<file path="config.mk">
export PLATFORM = sky130hd
export DESIGN_NAME = jtframe_hps_io
export DESIGN_NICKNAME = d
export VERILOG_FILES = /design/src/logic/jtframe_pkg.sv /design/src/logic/jtframe_hps_io.sv
export SDC_FILE = /design/constraint.sdc
export NUM_CORES = 1
export LEC_CHECK = 0
export BUFFER_PORTS_ARGS = -buffer_cell sky130_fd_sc_hd__buf_2
export CAP_MARGIN = 20
export CORE_MARGIN = 3
export CORE_UTILIZATION = 35
export CTS_CLUSTER_DIAMETER = 150
export DETAILED_ROUTE_END_ITERATION = 6
export SLEW_MARGIN = 10
export SYNTH_ARGS = -nofsm -noshare
export SYNTH_HDL_FRONTEND = slang
export SYNTH_SLANG_ARGS = --single-unit
</file>
<file path="constraint.sdc">
create_clock -name clk_sys -period 2.2 [get_ports clk_sys]
set_input_delay 0.11 -clock clk_sys [delete_from_list [all_inputs] [get_ports clk_sys]]
set_output_delay 0.11 -clock clk_sys [all_outputs]
set_load 0.05 [all_outputs]
</file>
<file path="src/logic/jtframe_pkg.sv">
package jtframe_pkg;

    // Host command codes, first strobe of a frame
    localparam logic [7:0] CMD_JOY0     = 8'h01;
    localparam logic [7:0] CMD_JOY1     = 8'h02;
    localparam logic [7:0] CMD_STATUS   = 8'h1e;
    localparam logic [7:0] CMD_DL_START = 8'h10;
    localparam logic [7:0] CMD_DL_END   = 8'h11;

    typedef struct packed {
        logic        io_enable;     // Frames one command
        logic        io_strobe;     // One cycle per word
        logic [15:0] io_din;
    } hps_bus_t;

    // Menu and DIP settings as sent by the host
    typedef struct packed {
        logic [17:0] spare;
        logic        en_mixing;
        logic [1:0]  rotate;
        logic        force_scan2x;
        logic [2:0]  scanlines;
        logic [1:0]  fxlevel;
        logic        service;
        logic        pause;
        logic        test;
        logic        flip;
        logic        reset;
    } status_t;

    typedef struct packed {
        logic       test;
        logic       pause;
        logic       flip;
        logic       service;
        logic [1:0] fxlevel;
        logic [2:0] scanlines;
        logic       force_scan2x;
        logic [1:0] rotate;
        logic       en_mixing;
    } dip_t;

    typedef struct packed {
        logic [12:0] a;
        logic [1:0]  ba;
        logic        dqml;
        logic        dqmh;
        logic        n_we;
        logic        n_cas;
        logic        n_ras;
        logic        n_cs;
        logic        cke;
    } sdram_pins_t;

    // SDRAM timing in clk_sys cycles
    localparam int T_RCD          = 2;
    localparam int CAS_LAT        = 2;
    localparam int T_RC           = 7;
    localparam int REFRESH_PERIOD = 64;

endpackage
</file>
<file path="src/logic/jtframe_hps_io.sv">
`timescale 1ns/1ps

module jtframe_hps_io (
    input  logic                 clk_sys,
    input  logic                 rst_n,
    input  jtframe_pkg::hps_bus_t hps_bus,
    output jtframe_pkg::status_t status,
    output logic [9:0]           joystick1,
    output logic [9:0]           joystick2,
    output logic                 downloading,
    output logic [21:0]          ioctl_addr,
    output logic [7:0]           ioctl_data,
    output logic                 ioctl_wr
);

    typedef enum logic {
        ST_CMD,     // Next strobe is the command code
        ST_DATA     // Payload words
    } st_t;

    st_t        st;
    logic [7:0] cmd;
    logic       word_idx;       // Second payload word seen
    logic [15:0] status_lo;
    logic       data_stb;

    assign data_stb = hps_bus.io_enable && hps_bus.io_strobe && st == ST_DATA;

    always_ff @(posedge clk_sys or negedge rst_n) begin
        if (!rst_n) begin
            st          <= ST_CMD;
            cmd         <= '0;
            word_idx    <= 1'b0;
            status      <= '0;
            joystick1   <= '0;
            joystick2   <= '0;
            downloading <= 1'b0;
            ioctl_addr  <= '0;
            ioctl_wr    <= 1'b0;
        end else begin
            ioctl_wr <= 1'b0;
            if (ioctl_wr) ioctl_addr <= ioctl_addr + 22'd1;
            if (!hps_bus.io_enable) begin
                st <= ST_CMD;   // Frame closed
            end else if (hps_bus.io_strobe) begin
                case (st)
                    ST_CMD: begin
                        cmd      <= hps_bus.io_din[7:0];
                        word_idx <= 1'b0;
                        st       <= ST_DATA;
                        if (hps_bus.io_din[7:0] == jtframe_pkg::CMD_DL_START) begin
                            downloading <= 1'b1;
                            ioctl_addr  <= '0;
                        end
                        if (hps_bus.io_din[7:0] == jtframe_pkg::CMD_DL_END)
                            downloading <= 1'b0;
                    end
                    ST_DATA: begin
                        word_idx <= 1'b1;
                        case (cmd)
                            jtframe_pkg::CMD_JOY0: joystick1 <= hps_bus.io_din[9:0];
                            jtframe_pkg::CMD_JOY1: joystick2 <= hps_bus.io_din[9:0];
                            jtframe_pkg::CMD_STATUS: begin
                                if (word_idx)
                                    status <= {hps_bus.io_din, status_lo};
                            end
                            jtframe_pkg::CMD_DL_START: ioctl_wr <= 1'b1;
                            default: ;
                        endcase
                    end
                    default: st <= ST_CMD;
                endcase
            end
        end
    end

    // Payload words held until used
    always_ff @(posedge clk_sys) begin
        if (data_stb && cmd == jtframe_pkg::CMD_STATUS && !word_idx)
            status_lo <= hps_bus.io_din;    // Low half first
        if (data_stb && cmd == jtframe_pkg::CMD_DL_START)
            ioctl_data <= hps_bus.io_din[7:0];
    end

    // Writes cannot leak past the end of a download
    assert property (@(posedge clk_sys) disable iff (!rst_n) ioctl_wr |-> downloading);

endmodule

</file>
== Word level (Yosys, flattened, before mapping) ==
Cells that the tools add are included.
Cells by class
  $add $sub $neg: 1
  muxes and demuxes: 14
  bitwise logic cells: 1
  eq/ne operators: 7
  reductions and logical operators: 13
Operator list (count)
  two-way mux 22 bit: 5
  equality test 8 x 5 -> 1 bit (second input constant): 4
  adder 22 x 1 -> 22 bit (second input constant): 1
  AND reduction 4 bit: 3
  equality test 8 x 1 -> 1 bit (second input constant): 1
  equality test 8 x 2 -> 1 bit (second input constant): 1
  two-way mux 1 bit: 8
  logical AND 1 bit: 5
  AND reduction 5 bit: 1
  AND reduction 3 bit: 1
  inequality test 2 bit (second input constant): 1
  one-hot mux 1 bit (2 select lines): 1
  AND reduction 2 bit: 1
  nonzero test 2 bit: 1
  zero test 1 bit: 1
  NOT 1 bit: 1
Storage, ports and cells
  output and inout port bits: 84
  logic and storage cells: 57
  register bits after elaboration: 110

== Longest topological paths before layout ==
Gate-level depths: netlist of run 1.
  depth after elaboration: 6
  mapped depth: 6
  depth with buffers taken out: 5

== Worst setup path before layout of run 1 ==
OpenSTA, ideal clock, no wires.
  path kind: register to register
  start: register ioctl_addr[0]
  end: register ioctl_addr[20]
  library setup time: 0.078 ns
  required time: 2.122 ns
  setup slack: -0.014 ns
  arrival: 2.136 ns
  cell stages (with the launch flop): 6
  clock period less this slack: 2.214 ns
  cell sequence: dfrtp_1 ha_1 nand4_1 or4_1 or3_1 a21oi_1
Between the ends
  word-level cells in the longest chain between the ends: 6
Ends and longest elaborated chain
  start: declaration: line jtframe_hps_io.sv:11  | output logic [21:0] ioctl_addr,
  start signal: assignment: line jtframe_hps_io.sv:42  | if (ioctl_wr) ioctl_addr <= ioctl_addr + 22'd1;
  adder 22 x 1 -> 22 bit (*): line jtframe_hps_io.sv:42
  two-way mux 22 bit (*): line jtframe_hps_io.sv:42
  two-way mux 22 bit: line jtframe_hps_io.sv:51  | if (hps_bus.io_din[7:0] == jtframe_pkg::CMD_DL_START) begin
  two-way mux 22 bit: line jtframe_hps_io.sv:46  | case (st)
  two-way mux 22 bit: line jtframe_hps_io.sv:45  | end else if (hps_bus.io_strobe) begin
  two-way mux 22 bit (*): line jtframe_hps_io.sv:43  | if (!hps_bus.io_enable) begin
Every way passes the cells marked *; elsewhere a longest branch is shown, timed or not.
A chain may end at the register's enable or synchronous reset.

== Worst setup path after layout of run 1 ==
  start: register cmd[5]
  end: register joystick1[9]
Between the ends
  word-level cells in the longest chain between the ends: 2
Ends and longest elaborated chain
  start: declaration: line jtframe_hps_io.sv:22  | logic [7:0] cmd;
  start signal: assignment: line jtframe_hps_io.sv:48  | cmd <= hps_bus.io_din[7:0];
  equality test 8 x 1 -> 1 bit: line jtframe_hps_io.sv:60  | case (cmd)
  AND reduction 4 bit (no line)
  end signal: assignment: line jtframe_hps_io.sv:61  | jtframe_pkg::CMD_JOY0: joystick1 <= hps_bus.io_din[9:0];
  end: declaration: line jtframe_hps_io.sv:8  | output logic [9:0] joystick1,
Every way passes these cells.

==> results of run 1 <==
==> placed cells by master (no fill, tap or decap), types with 11 or more instances in the layout <==
cell and instances:
buf_2 102, buf_4 11, dfrtp_1 84, dlygate4sd3_1 11, edfxtp_1 24, mux2_2 61
nand2_1 13, nor2_1 19, xnor2_1 11
==> power by group through the flow <==
stage                     logic, mW  registers, mW  clock network [mW]
after floorplan               0.227           2.55                   0
after global placement        0.657           2.33                   0
after detailed placement      0.670           2.33                   0
after CTS                     0.687           2.29                1.60
after global routing          0.735           2.31                1.67
final                         0.679           2.29                1.54
==> area by class of cell <==
class                           instances  share of cell area (%)
Tap cell                              168                    3.80
Multi-Input combinational cell        174                    25.5
Sequential cell                       110                    52.0
Timing Repair Buffer                  126                    13.4
Inverter                                4                   0.271
Clock inverter                          3                   0.520
Clock buffer                           13                    4.52
==> metal layers <==
metal | track usage [%] | share of wire (%)
met1 | 19.2 | 45
met2 | 23.8 | 49
met3 | 2.56 | 3.2
met4 | 7.55 | 3.2
met5 | 0 | 0
==> how the worst max path moves through the flow <==
stage | endpoint | depth (start not counted) | slack (ns)
after global placement | joystick1[5] | 5 | 0.26
after global routing | joystick1[8] | 5 | 0.09
after CTS | joystick1[9] | 5 | 0.15
after detailed placement | joystick1[9] | 5 | 0.20
final | joystick1[9] | 5 | 0.15
after floorplan | ioctl_addr[21] | 5 | 0.05
==> worst max-delay path, cell delays in order, from the launching register on <==
cell and delay, ns:
dfrtp_1 0.37, or4b_4 0.56, nor3_1 0.26, and3_1 0.21, buf_4 0.18, mux2_2 0.35
==> per-stage QoR <==
stage               utilization [%]  hold slack, ns
floorplan                         -          -0.186
global route                   45.9          0.0751
CTS                            45.9          0.0517
global placement               42.6           0.133
detailed placement             42.6           0.135
finish                         45.9          0.0712
==> registers in the layout (all words and copies together) (netlist names) <==
| name | cells |
|---|---|
| st | 1 |
| word_idx | 1 |
| joystick1 | 10 |
| status_lo | 16 |
| cmd | 8 |
| downloading | 1 |
| joystick2 | 10 |
| ioctl_data | 8 |
| ioctl_addr | 22 |
| ioctl_wr | 1 |
| status | 32 |
==> repair_timing <==
item                      4_1_cts  5_1_grt
hold endpoints to repair       48        0
buffers inserted                0        0
hold buffers                   11        0
resized for setup               0        0
==> logic make-up after synthesis <==
kind of cell | after synthesis | share of synthesized area, %
flops | 110 | 66.2
xor+xnor | 15 | 3.03
compound gates | 13 | 1.70
fa+ha+maj | 1 | 0.288
buf+inv | 13 | 1.33
mux | 62 | 16.1
simple gates | 83 | 11.4
==> flow_metrics.tcl, run 1 <==
set metrics [dict create \
    grt_max_degree 42 \
    maxCapViolations 0 \
    numCtsBuffers 9 \
    dieArea_mm2 0.0138 \
    ys_top_cells_by_count "dfrtp_1, mux2_2, edfxtp_1" \
    r2r_slack_ns 0.15 \
    fin_skew_ns 0.00963 \
    ys_types 36 \
    grt_first_pass_wirelength_um 16200 \
    p_switching_mw 1.30 \
    fin_cells 598 \
    via_per_inst 4.79 \
    tritoncts "yes" \
    setup_viol_count_final 0 \
    grt.overflow.total 0 \
    synth_ff_type "dfrtp_1" \
    drv_slew 0 \
    synthTopCellsByArea "dfrtp_1, edfxtp_1, mux2_2" \
    p_seq_share_pct 50.8 \
    worstPathRequired_ns 2.43 \
    start_kind "register" \
    port_buffers 103 \
    final.min_clock_period_ns 2.05 \
    status "completed" \
    min_to "ioctl_data[3]" \
    die_w_um 117 \
    worstHoldPathType "primary input to register" \
    post-place-ws_ns 0.203 \
    dpl_cell_area_mm2 0.00514 \
    pin_count 104 \
    power.density_mw_per_mm2 815 \
    root_buffer "clkbuf_16" \
    p_int_mw 3.21 \
    multiInputGateArea_mm2 0.00141 \
    cts.sinks 110 \
    tightest_slew_ns 0.553 \
    hold_violations 0 \
    combPwrFrac_pct 15.1 \
    nets 446 \
    dp.final_hpwl_um 6720 \
    rsz0062_at_grt "no" \
    synth_most_common_cell "dfrtp_1" \
    relSlewSlack_pct 63.1 \
    hp-start "hps_bus[3]" \
    achievable-frequency_mhz 488 \
    synth_top_area_cell "dfrtp_1" \
    drtPass1Iterations 4 \
    reg2reg_depth 5 \
    finalWorstSetupSlack_ns 0.152 \
    drive_gt1_share_pct 46.0 \
    syn_area_per_cell_um2 14.6 \
    reg2reg_from "cmd[5]" \
    syn_area_mm2 0.00434 \
    cp-startpoint "cmd[5]" \
    antenna-diode-count 0 \
    core-area_mm2 0.0121 \
    cp_max_fo 10 \
    power_mw 4.51 \
    cts_max_level 3 \
    dr.first_iter.drc_count 140 \
    switching_share_pct 28.8 \
    finalWeightedCongestion 0.838 \
    fill_cells 1129 \
    finalCritPeriodShare_pct 93.1 \
    rows 40 \
    clk_path_buf_depth 2 \
    synth_seq_area_share_pct 66.2 \
    routed_wl_um 9670 \
    syn_nets 318 \
    start_util_pct 36.0 \
    clk_pin_slew_ns 0.07 \
    ys_seq_elements 110 \
    clkLatencyLatePin_ns 0.35 \
    hold_depth 1 \
    postRouteAntennaNets 0 \
    async_flop_share_pct 78.2 \
    path_class "register to register" \
    vias 2867 \
    reg2reg_to "joystick1[9]" \
    synthCells 297 \
    end_kind "register" \
    ir_worst_vdd_mv 0.293 \
    clkPwrFrac_pct 34.2 \
    ys_warn_count 0 \
    synthToLayoutAreaGrowth_pct 27.5 \
    route.detailed.drc 0 \
    die_h_um 117 \
    grt_use_total_pct 14.8 \
    finalSetupTns_ns 0 \
    synth_edf_count 24 \
    antenna_found_initial 0 \
    arrival_ns 2.28 \
    seq_area_mm2 0.00288 \
    grt_pass1_vias 2993 \
    place_inst 571 \
    finish.instance_area_mm2 0.00553 \
    routedWlPerCell_um 16.2 \
    p_leak_nw 2.66 \
    synth_top_area_share_pct 49.6 \
]
No activity file was read; power rests on OpenSTA's default activity.
==> run 2: changes to the inputs <==
Settings changed: CORE_ASPECT_RATIO from default to 0.5, RECOVER_POWER from default to 25.
==> flow_metrics.tcl, run 2 (synthesized netlist as in run 1, its figures left out) <==
set metrics [dict create \
    cts_max_level 3 \
    core-area_mm2 0.0119 \
    routed_wl_um 9360 \
    dpl_cell_area_mm2 0.00513 \
    arrival_ns 2.00 \
    maxCapViolations 0 \
    postRouteAntennaNets 0 \
    clkLatencyLatePin_ns 0.34 \
    p_leak_nw 2.60 \
    start_util_pct 36.3 \
    power.density_mw_per_mm2 837 \
    tritoncts "yes" \
    vias 2818 \
    nets 445 \
    finalCritPeriodShare_pct 90.9 \
    clk_path_buf_depth 2 \
    grt_max_degree 48 \
    clkPwrFrac_pct 35.9 \
    setup_viol_count_final 0 \
    finalWeightedCongestion 0.763 \
    finalSetupTns_ns 0 \
    seq_area_mm2 0.00288 \
    die_w_um 163 \
    achievable-frequency_mhz 500 \
    status "completed" \
    drtPass1Iterations 4 \
    port_buffers 103 \
    grt.overflow.total 0 \
    ir_worst_vdd_mv 0.349 \
    path_class "register to register" \
    final.min_clock_period_ns 2.00 \
    hold_violations 0 \
    dp.final_hpwl_um 6500 \
    tightest_slew_ns 1.24 \
    p_switching_mw 1.32 \
    dieArea_mm2 0.0139 \
    worstHoldPathType "primary input to register" \
    clk_pin_slew_ns 0.08 \
    synthToLayoutAreaGrowth_pct 27.0 \
    drive_gt1_share_pct 41.7 \
    rows 28 \
    reg.largest.list "status: 32 flops, ioctl_addr: 22 flops, status_lo: 16 flops" \
    switching_share_pct 28.6 \
    grt_use_total_pct 14.1 \
    antenna-diode-count 0 \
    multiInputGateArea_mm2 0.00141 \
    cts.sinks 110 \
    p_seq_share_pct 49.7 \
    drv_slew 0 \
    largest_reg_flops 32 \
    relSlewSlack_pct 17.0 \
    grt_first_pass_wirelength_um 15300 \
    routedWlPerCell_um 15.8 \
    end_kind "register" \
    via_per_inst 4.74 \
    final_common_cell "dfrtp_1" \
    die_h_um 84.7 \
    start_kind "register" \
    fin_skew_ns 0.00700 \
    p_int_mw 3.29 \
    numCtsBuffers 9 \
    worstPathRequired_ns 2.20 \
    root_buffer "clkbuf_16" \
    fill_cells 1114 \
    cts_setup_buffers 0 \
    antenna_found_initial 0 \
    pin_count 104 \
    dr.first_iter.drc_count 141 \
    final_core_util_pct 46.1 \
    regMostFlops "status" \
    finish.instance_area_mm2 0.00551 \
    most-common-layout-cells "dfrtp_1, buf_2, mux2_2" \
    grt_pass1_vias 2871 \
    rsz0062_at_grt "no" \
    cp_max_fo 8 \
    combPwrFrac_pct 14.4 \
    route.detailed.drc 0 \
]
## run 2: area by class of cell
cell class / instances / share of cell area, %
Sequential cell: 110 / 52.2
Multi-Input combinational cell: 174 / 25.6
Inverter: 4 / 0.272
Clock inverter: 6 / 1.45
Tap cell: 165 / 3.75
Clock buffer: 10 / 4.15
Timing Repair Buffer: 125 / 12.6
## run 2: through the flow
stage | power [mW] | hold slack (ns) | worst slack [ns] | instances
after floorplan | 2.78 | -0.186 | 0.0543 | 297
after global routing | 4.83 | 0.160 | 0.0712 | 594
after CTS | 4.68 | 0.0528 | 0.194 | 594
after detailed placement | 3.00 | 0.185 | 0.212 | 567
final | 4.61 | 0.159 | 0.200 | 594
after global placement | 2.99 | 0.185 | 0.216 | 567
## run 2: final timing paths
kind,startpoint,endpoint,slack [ns],depth (start not counted)
worst max-delay path,cmd[5],ioctl_data[2],0.20,3
worst min-delay path,hps_bus[3],ioctl_data[3],0.16,1
worst max register to register,cmd[5],ioctl_data[2],0.20,3
worst min register to register,status_lo[12],status[12],0.48,1
max in group asynchronous,rst_n,status[27],0.45,3
min in group asynchronous,rst_n,ioctl_addr[9],0.56,2
## run 2: worst max-delay path, stage by stage, from the launching register on
cell and delay (ns):
dfrtp_1 0.38, or4b_4 0.56, nor3_1 0.22, and4b_1 0.50
## run 2: timing repair
item | CTS | global route
hold buffers | 11 | 0
gates resized for setup | 0 | 0
hold endpoints to repair | 55 | 0
## run 2: metal layers
metal | global-route usage [%] | wire [um] | vias to the layer above
li1 | - | - | 1333
met1 | 18.8 | 4400 | 1436
met2 | 23.6 | 4610 | 43
met3 | 3.06 | 279 | 6
met4 | 3.68 | 70 | 0
met5 | 0 | 0 | -
## run 2: power groups by stage
stage	clock network, mW	registers (mW)	logic [mW]
detailed placement	0	2.33	0.663
CTS	1.71	2.29	0.679
global placement	0	2.33	0.655
global route	1.79	2.31	0.725
floorplan	0	2.55	0.227
finish	1.66	2.29	0.664
==> run 3: changes to the inputs <==
Settings changed: TNS_END_PERCENT from default to 50.
Clock period 2.2 ns to 2.54 ns, I/O delays scaled along.
==> flow_metrics.tcl, run 3 (synthesized netlist as in run 1, its figures left out) <==
set metrics [dict create \
    grt_pass1_vias 2786 \
    multiInputGateArea_mm2 0.00141 \
    finalWorstSetupSlack_ns 0.389 \
    finalSetupTns_ns 0 \
    most-common-layout-cells "buf_2, dfrtp_1, mux2_2" \
    drive_gt1_share_pct 42.2 \
    grt_use_total_pct 13.9 \
    die_w_um 163 \
    ir_worst_vdd_mv 0.290 \
    root_buffer "clkbuf_16" \
    grt_first_pass_wirelength_um 15200 \
    reg.largest.list "status: 32 flops, ioctl_addr: 22 flops, status_lo: 16 flops" \
    pin_count 104 \
    final_common_cell "buf_2" \
    seq_area_mm2 0.00287 \
    setup_viol_count_final 0 \
    antenna-diode-count 0 \
    power.density_mw_per_mm2 713 \
    cp_max_fo 10 \
    cts.sinks 110 \
    finalCritPeriodShare_pct 84.7 \
    place_inst 564 \
    largest_reg_flops 32 \
    clkLatencyLatePin_ns 0.34 \
    die_h_um 84.7 \
    cts_setup_buffers 0 \
    via_per_inst 4.78 \
    fin_cells 587 \
    nets 438 \
    routedWlPerCell_um 15.7 \
    dr.first_iter.drc_count 123 \
    clk_pin_slew_ns 0.07 \
    path_class "register to register" \
    routed_wl_um 9200 \
    grt.overflow.total 0 \
    tightest_slew_ns 1.20 \
    start_util_pct 36.3 \
    clk_path_buf_depth 2 \
    start_kind "register" \
    rows 28 \
    fill_cells 1110 \
    route.detailed.drc 0 \
    worstHoldPathType "primary input to register" \
    dieArea_mm2 0.0139 \
    status "completed" \
    numCtsBuffers 9 \
    rsz0062_at_grt "no" \
    synthToLayoutAreaGrowth_pct 24.6 \
    cts_max_level 3 \
    hold_violations 0 \
    power_mw 3.86 \
    relSlewSlack_pct 20.3 \
    post-place-ws_ns 0.378 \
    drtPass1Iterations 4 \
    dp.final_hpwl_um 6270 \
    arrival_ns 2.38 \
    finalWeightedCongestion 0.779 \
    worstPathRequired_ns 2.76 \
    final_core_util_pct 45.3 \
    core-area_mm2 0.0119 \
    final.min_clock_period_ns 2.15 \
    end_kind "register" \
    maxCapViolations 0 \
    tritoncts "yes" \
    grt_max_degree 87 \
    postRouteAntennaNets 0 \
    regMostFlops "status" \
    fin_skew_ns 0.00683 \
    achievable-frequency_mhz 465 \
    drv_slew 0 \
    p_leak_nw 2.56 \
    vias 2808 \
    port_buffers 103 \
    antenna_found_initial 0 \
]
## run 3: changes by cell type in the layout (fill, tap and decap cells not counted), moves of 2 or more
cell,previous run,this run
buf_2,82,87
buf_4,9,7
clkbuf_1,21,17
dfrtp_1,84,86
dfrtp_2,2,0
dlygate4sd3_1,11,7
## run 3: cell type report
type                       instances  share of cell area, %
sequential                       110                   53.1
multi-input combinational        174                   26.1
timing repair buffer             118                   11.6
clock buffer                      11                   4.30
tap                              165                   3.82
clock inverter                     5                  0.764
inverter                           4                  0.278
## run 3: worst paths after layout
check | start | to | slack [ns] | depth (start not counted)
max in group asynchronous | rst_n | cmd[3] | 1.08 | 3
min in group asynchronous | rst_n | ioctl_addr[9] | 0.69 | 3
max reg2reg | cmd[5] | joystick1[1] | 0.39 | 4
min | hps_bus[17] | st | 0.03 | 2
max | cmd[5] | joystick1[1] | 0.39 | 4
min reg2reg | status_lo[10] | status[10] | 0.48 | 1
## run 3: repair_timing
action                                  CTS  global route
gates resized for setup                   0             0
endpoints found under the setup margin    0             0
endpoints found under the hold margin    92             0
hold buffers                              7             0
## run 3: power by group
part | leakage (nW) | internal (mW) | switching [mW] | total, mW
combinational | 1.14 | 0.173 | 0.396 | 0.569
clock | 0.132 | 0.677 | 0.626 | 1.30
sequential | 1.29 | 1.89 | 0.0956 | 1.99
## run 3: routing by layer
metal	vias to the layer above	part of all wire, %	GRT usage (%)
li1	1323	-	-
met1	1423	45	19.1
met2	57	49	22.6
met3	5	4.9	3.10
met4	0	0.69	3.45
met5	-	0	0
## run 3: worst max-delay path, stage by stage (launching register included)
cell,delay (ns)
dfrtp_1,0.38
or4b_4,0.56
nor3_1,0.22
and3_1,0.49
mux2_2,0.39
## run 3: stage by stage
step                      hold WS, ns  cell area, um^2
final                          0.0269             5410
after global routing           0.0371             5410
after CTS                     0.00455             5440
after detailed placement        0.209             5090
after global placement          0.204             5090
after floorplan                -0.169             4340
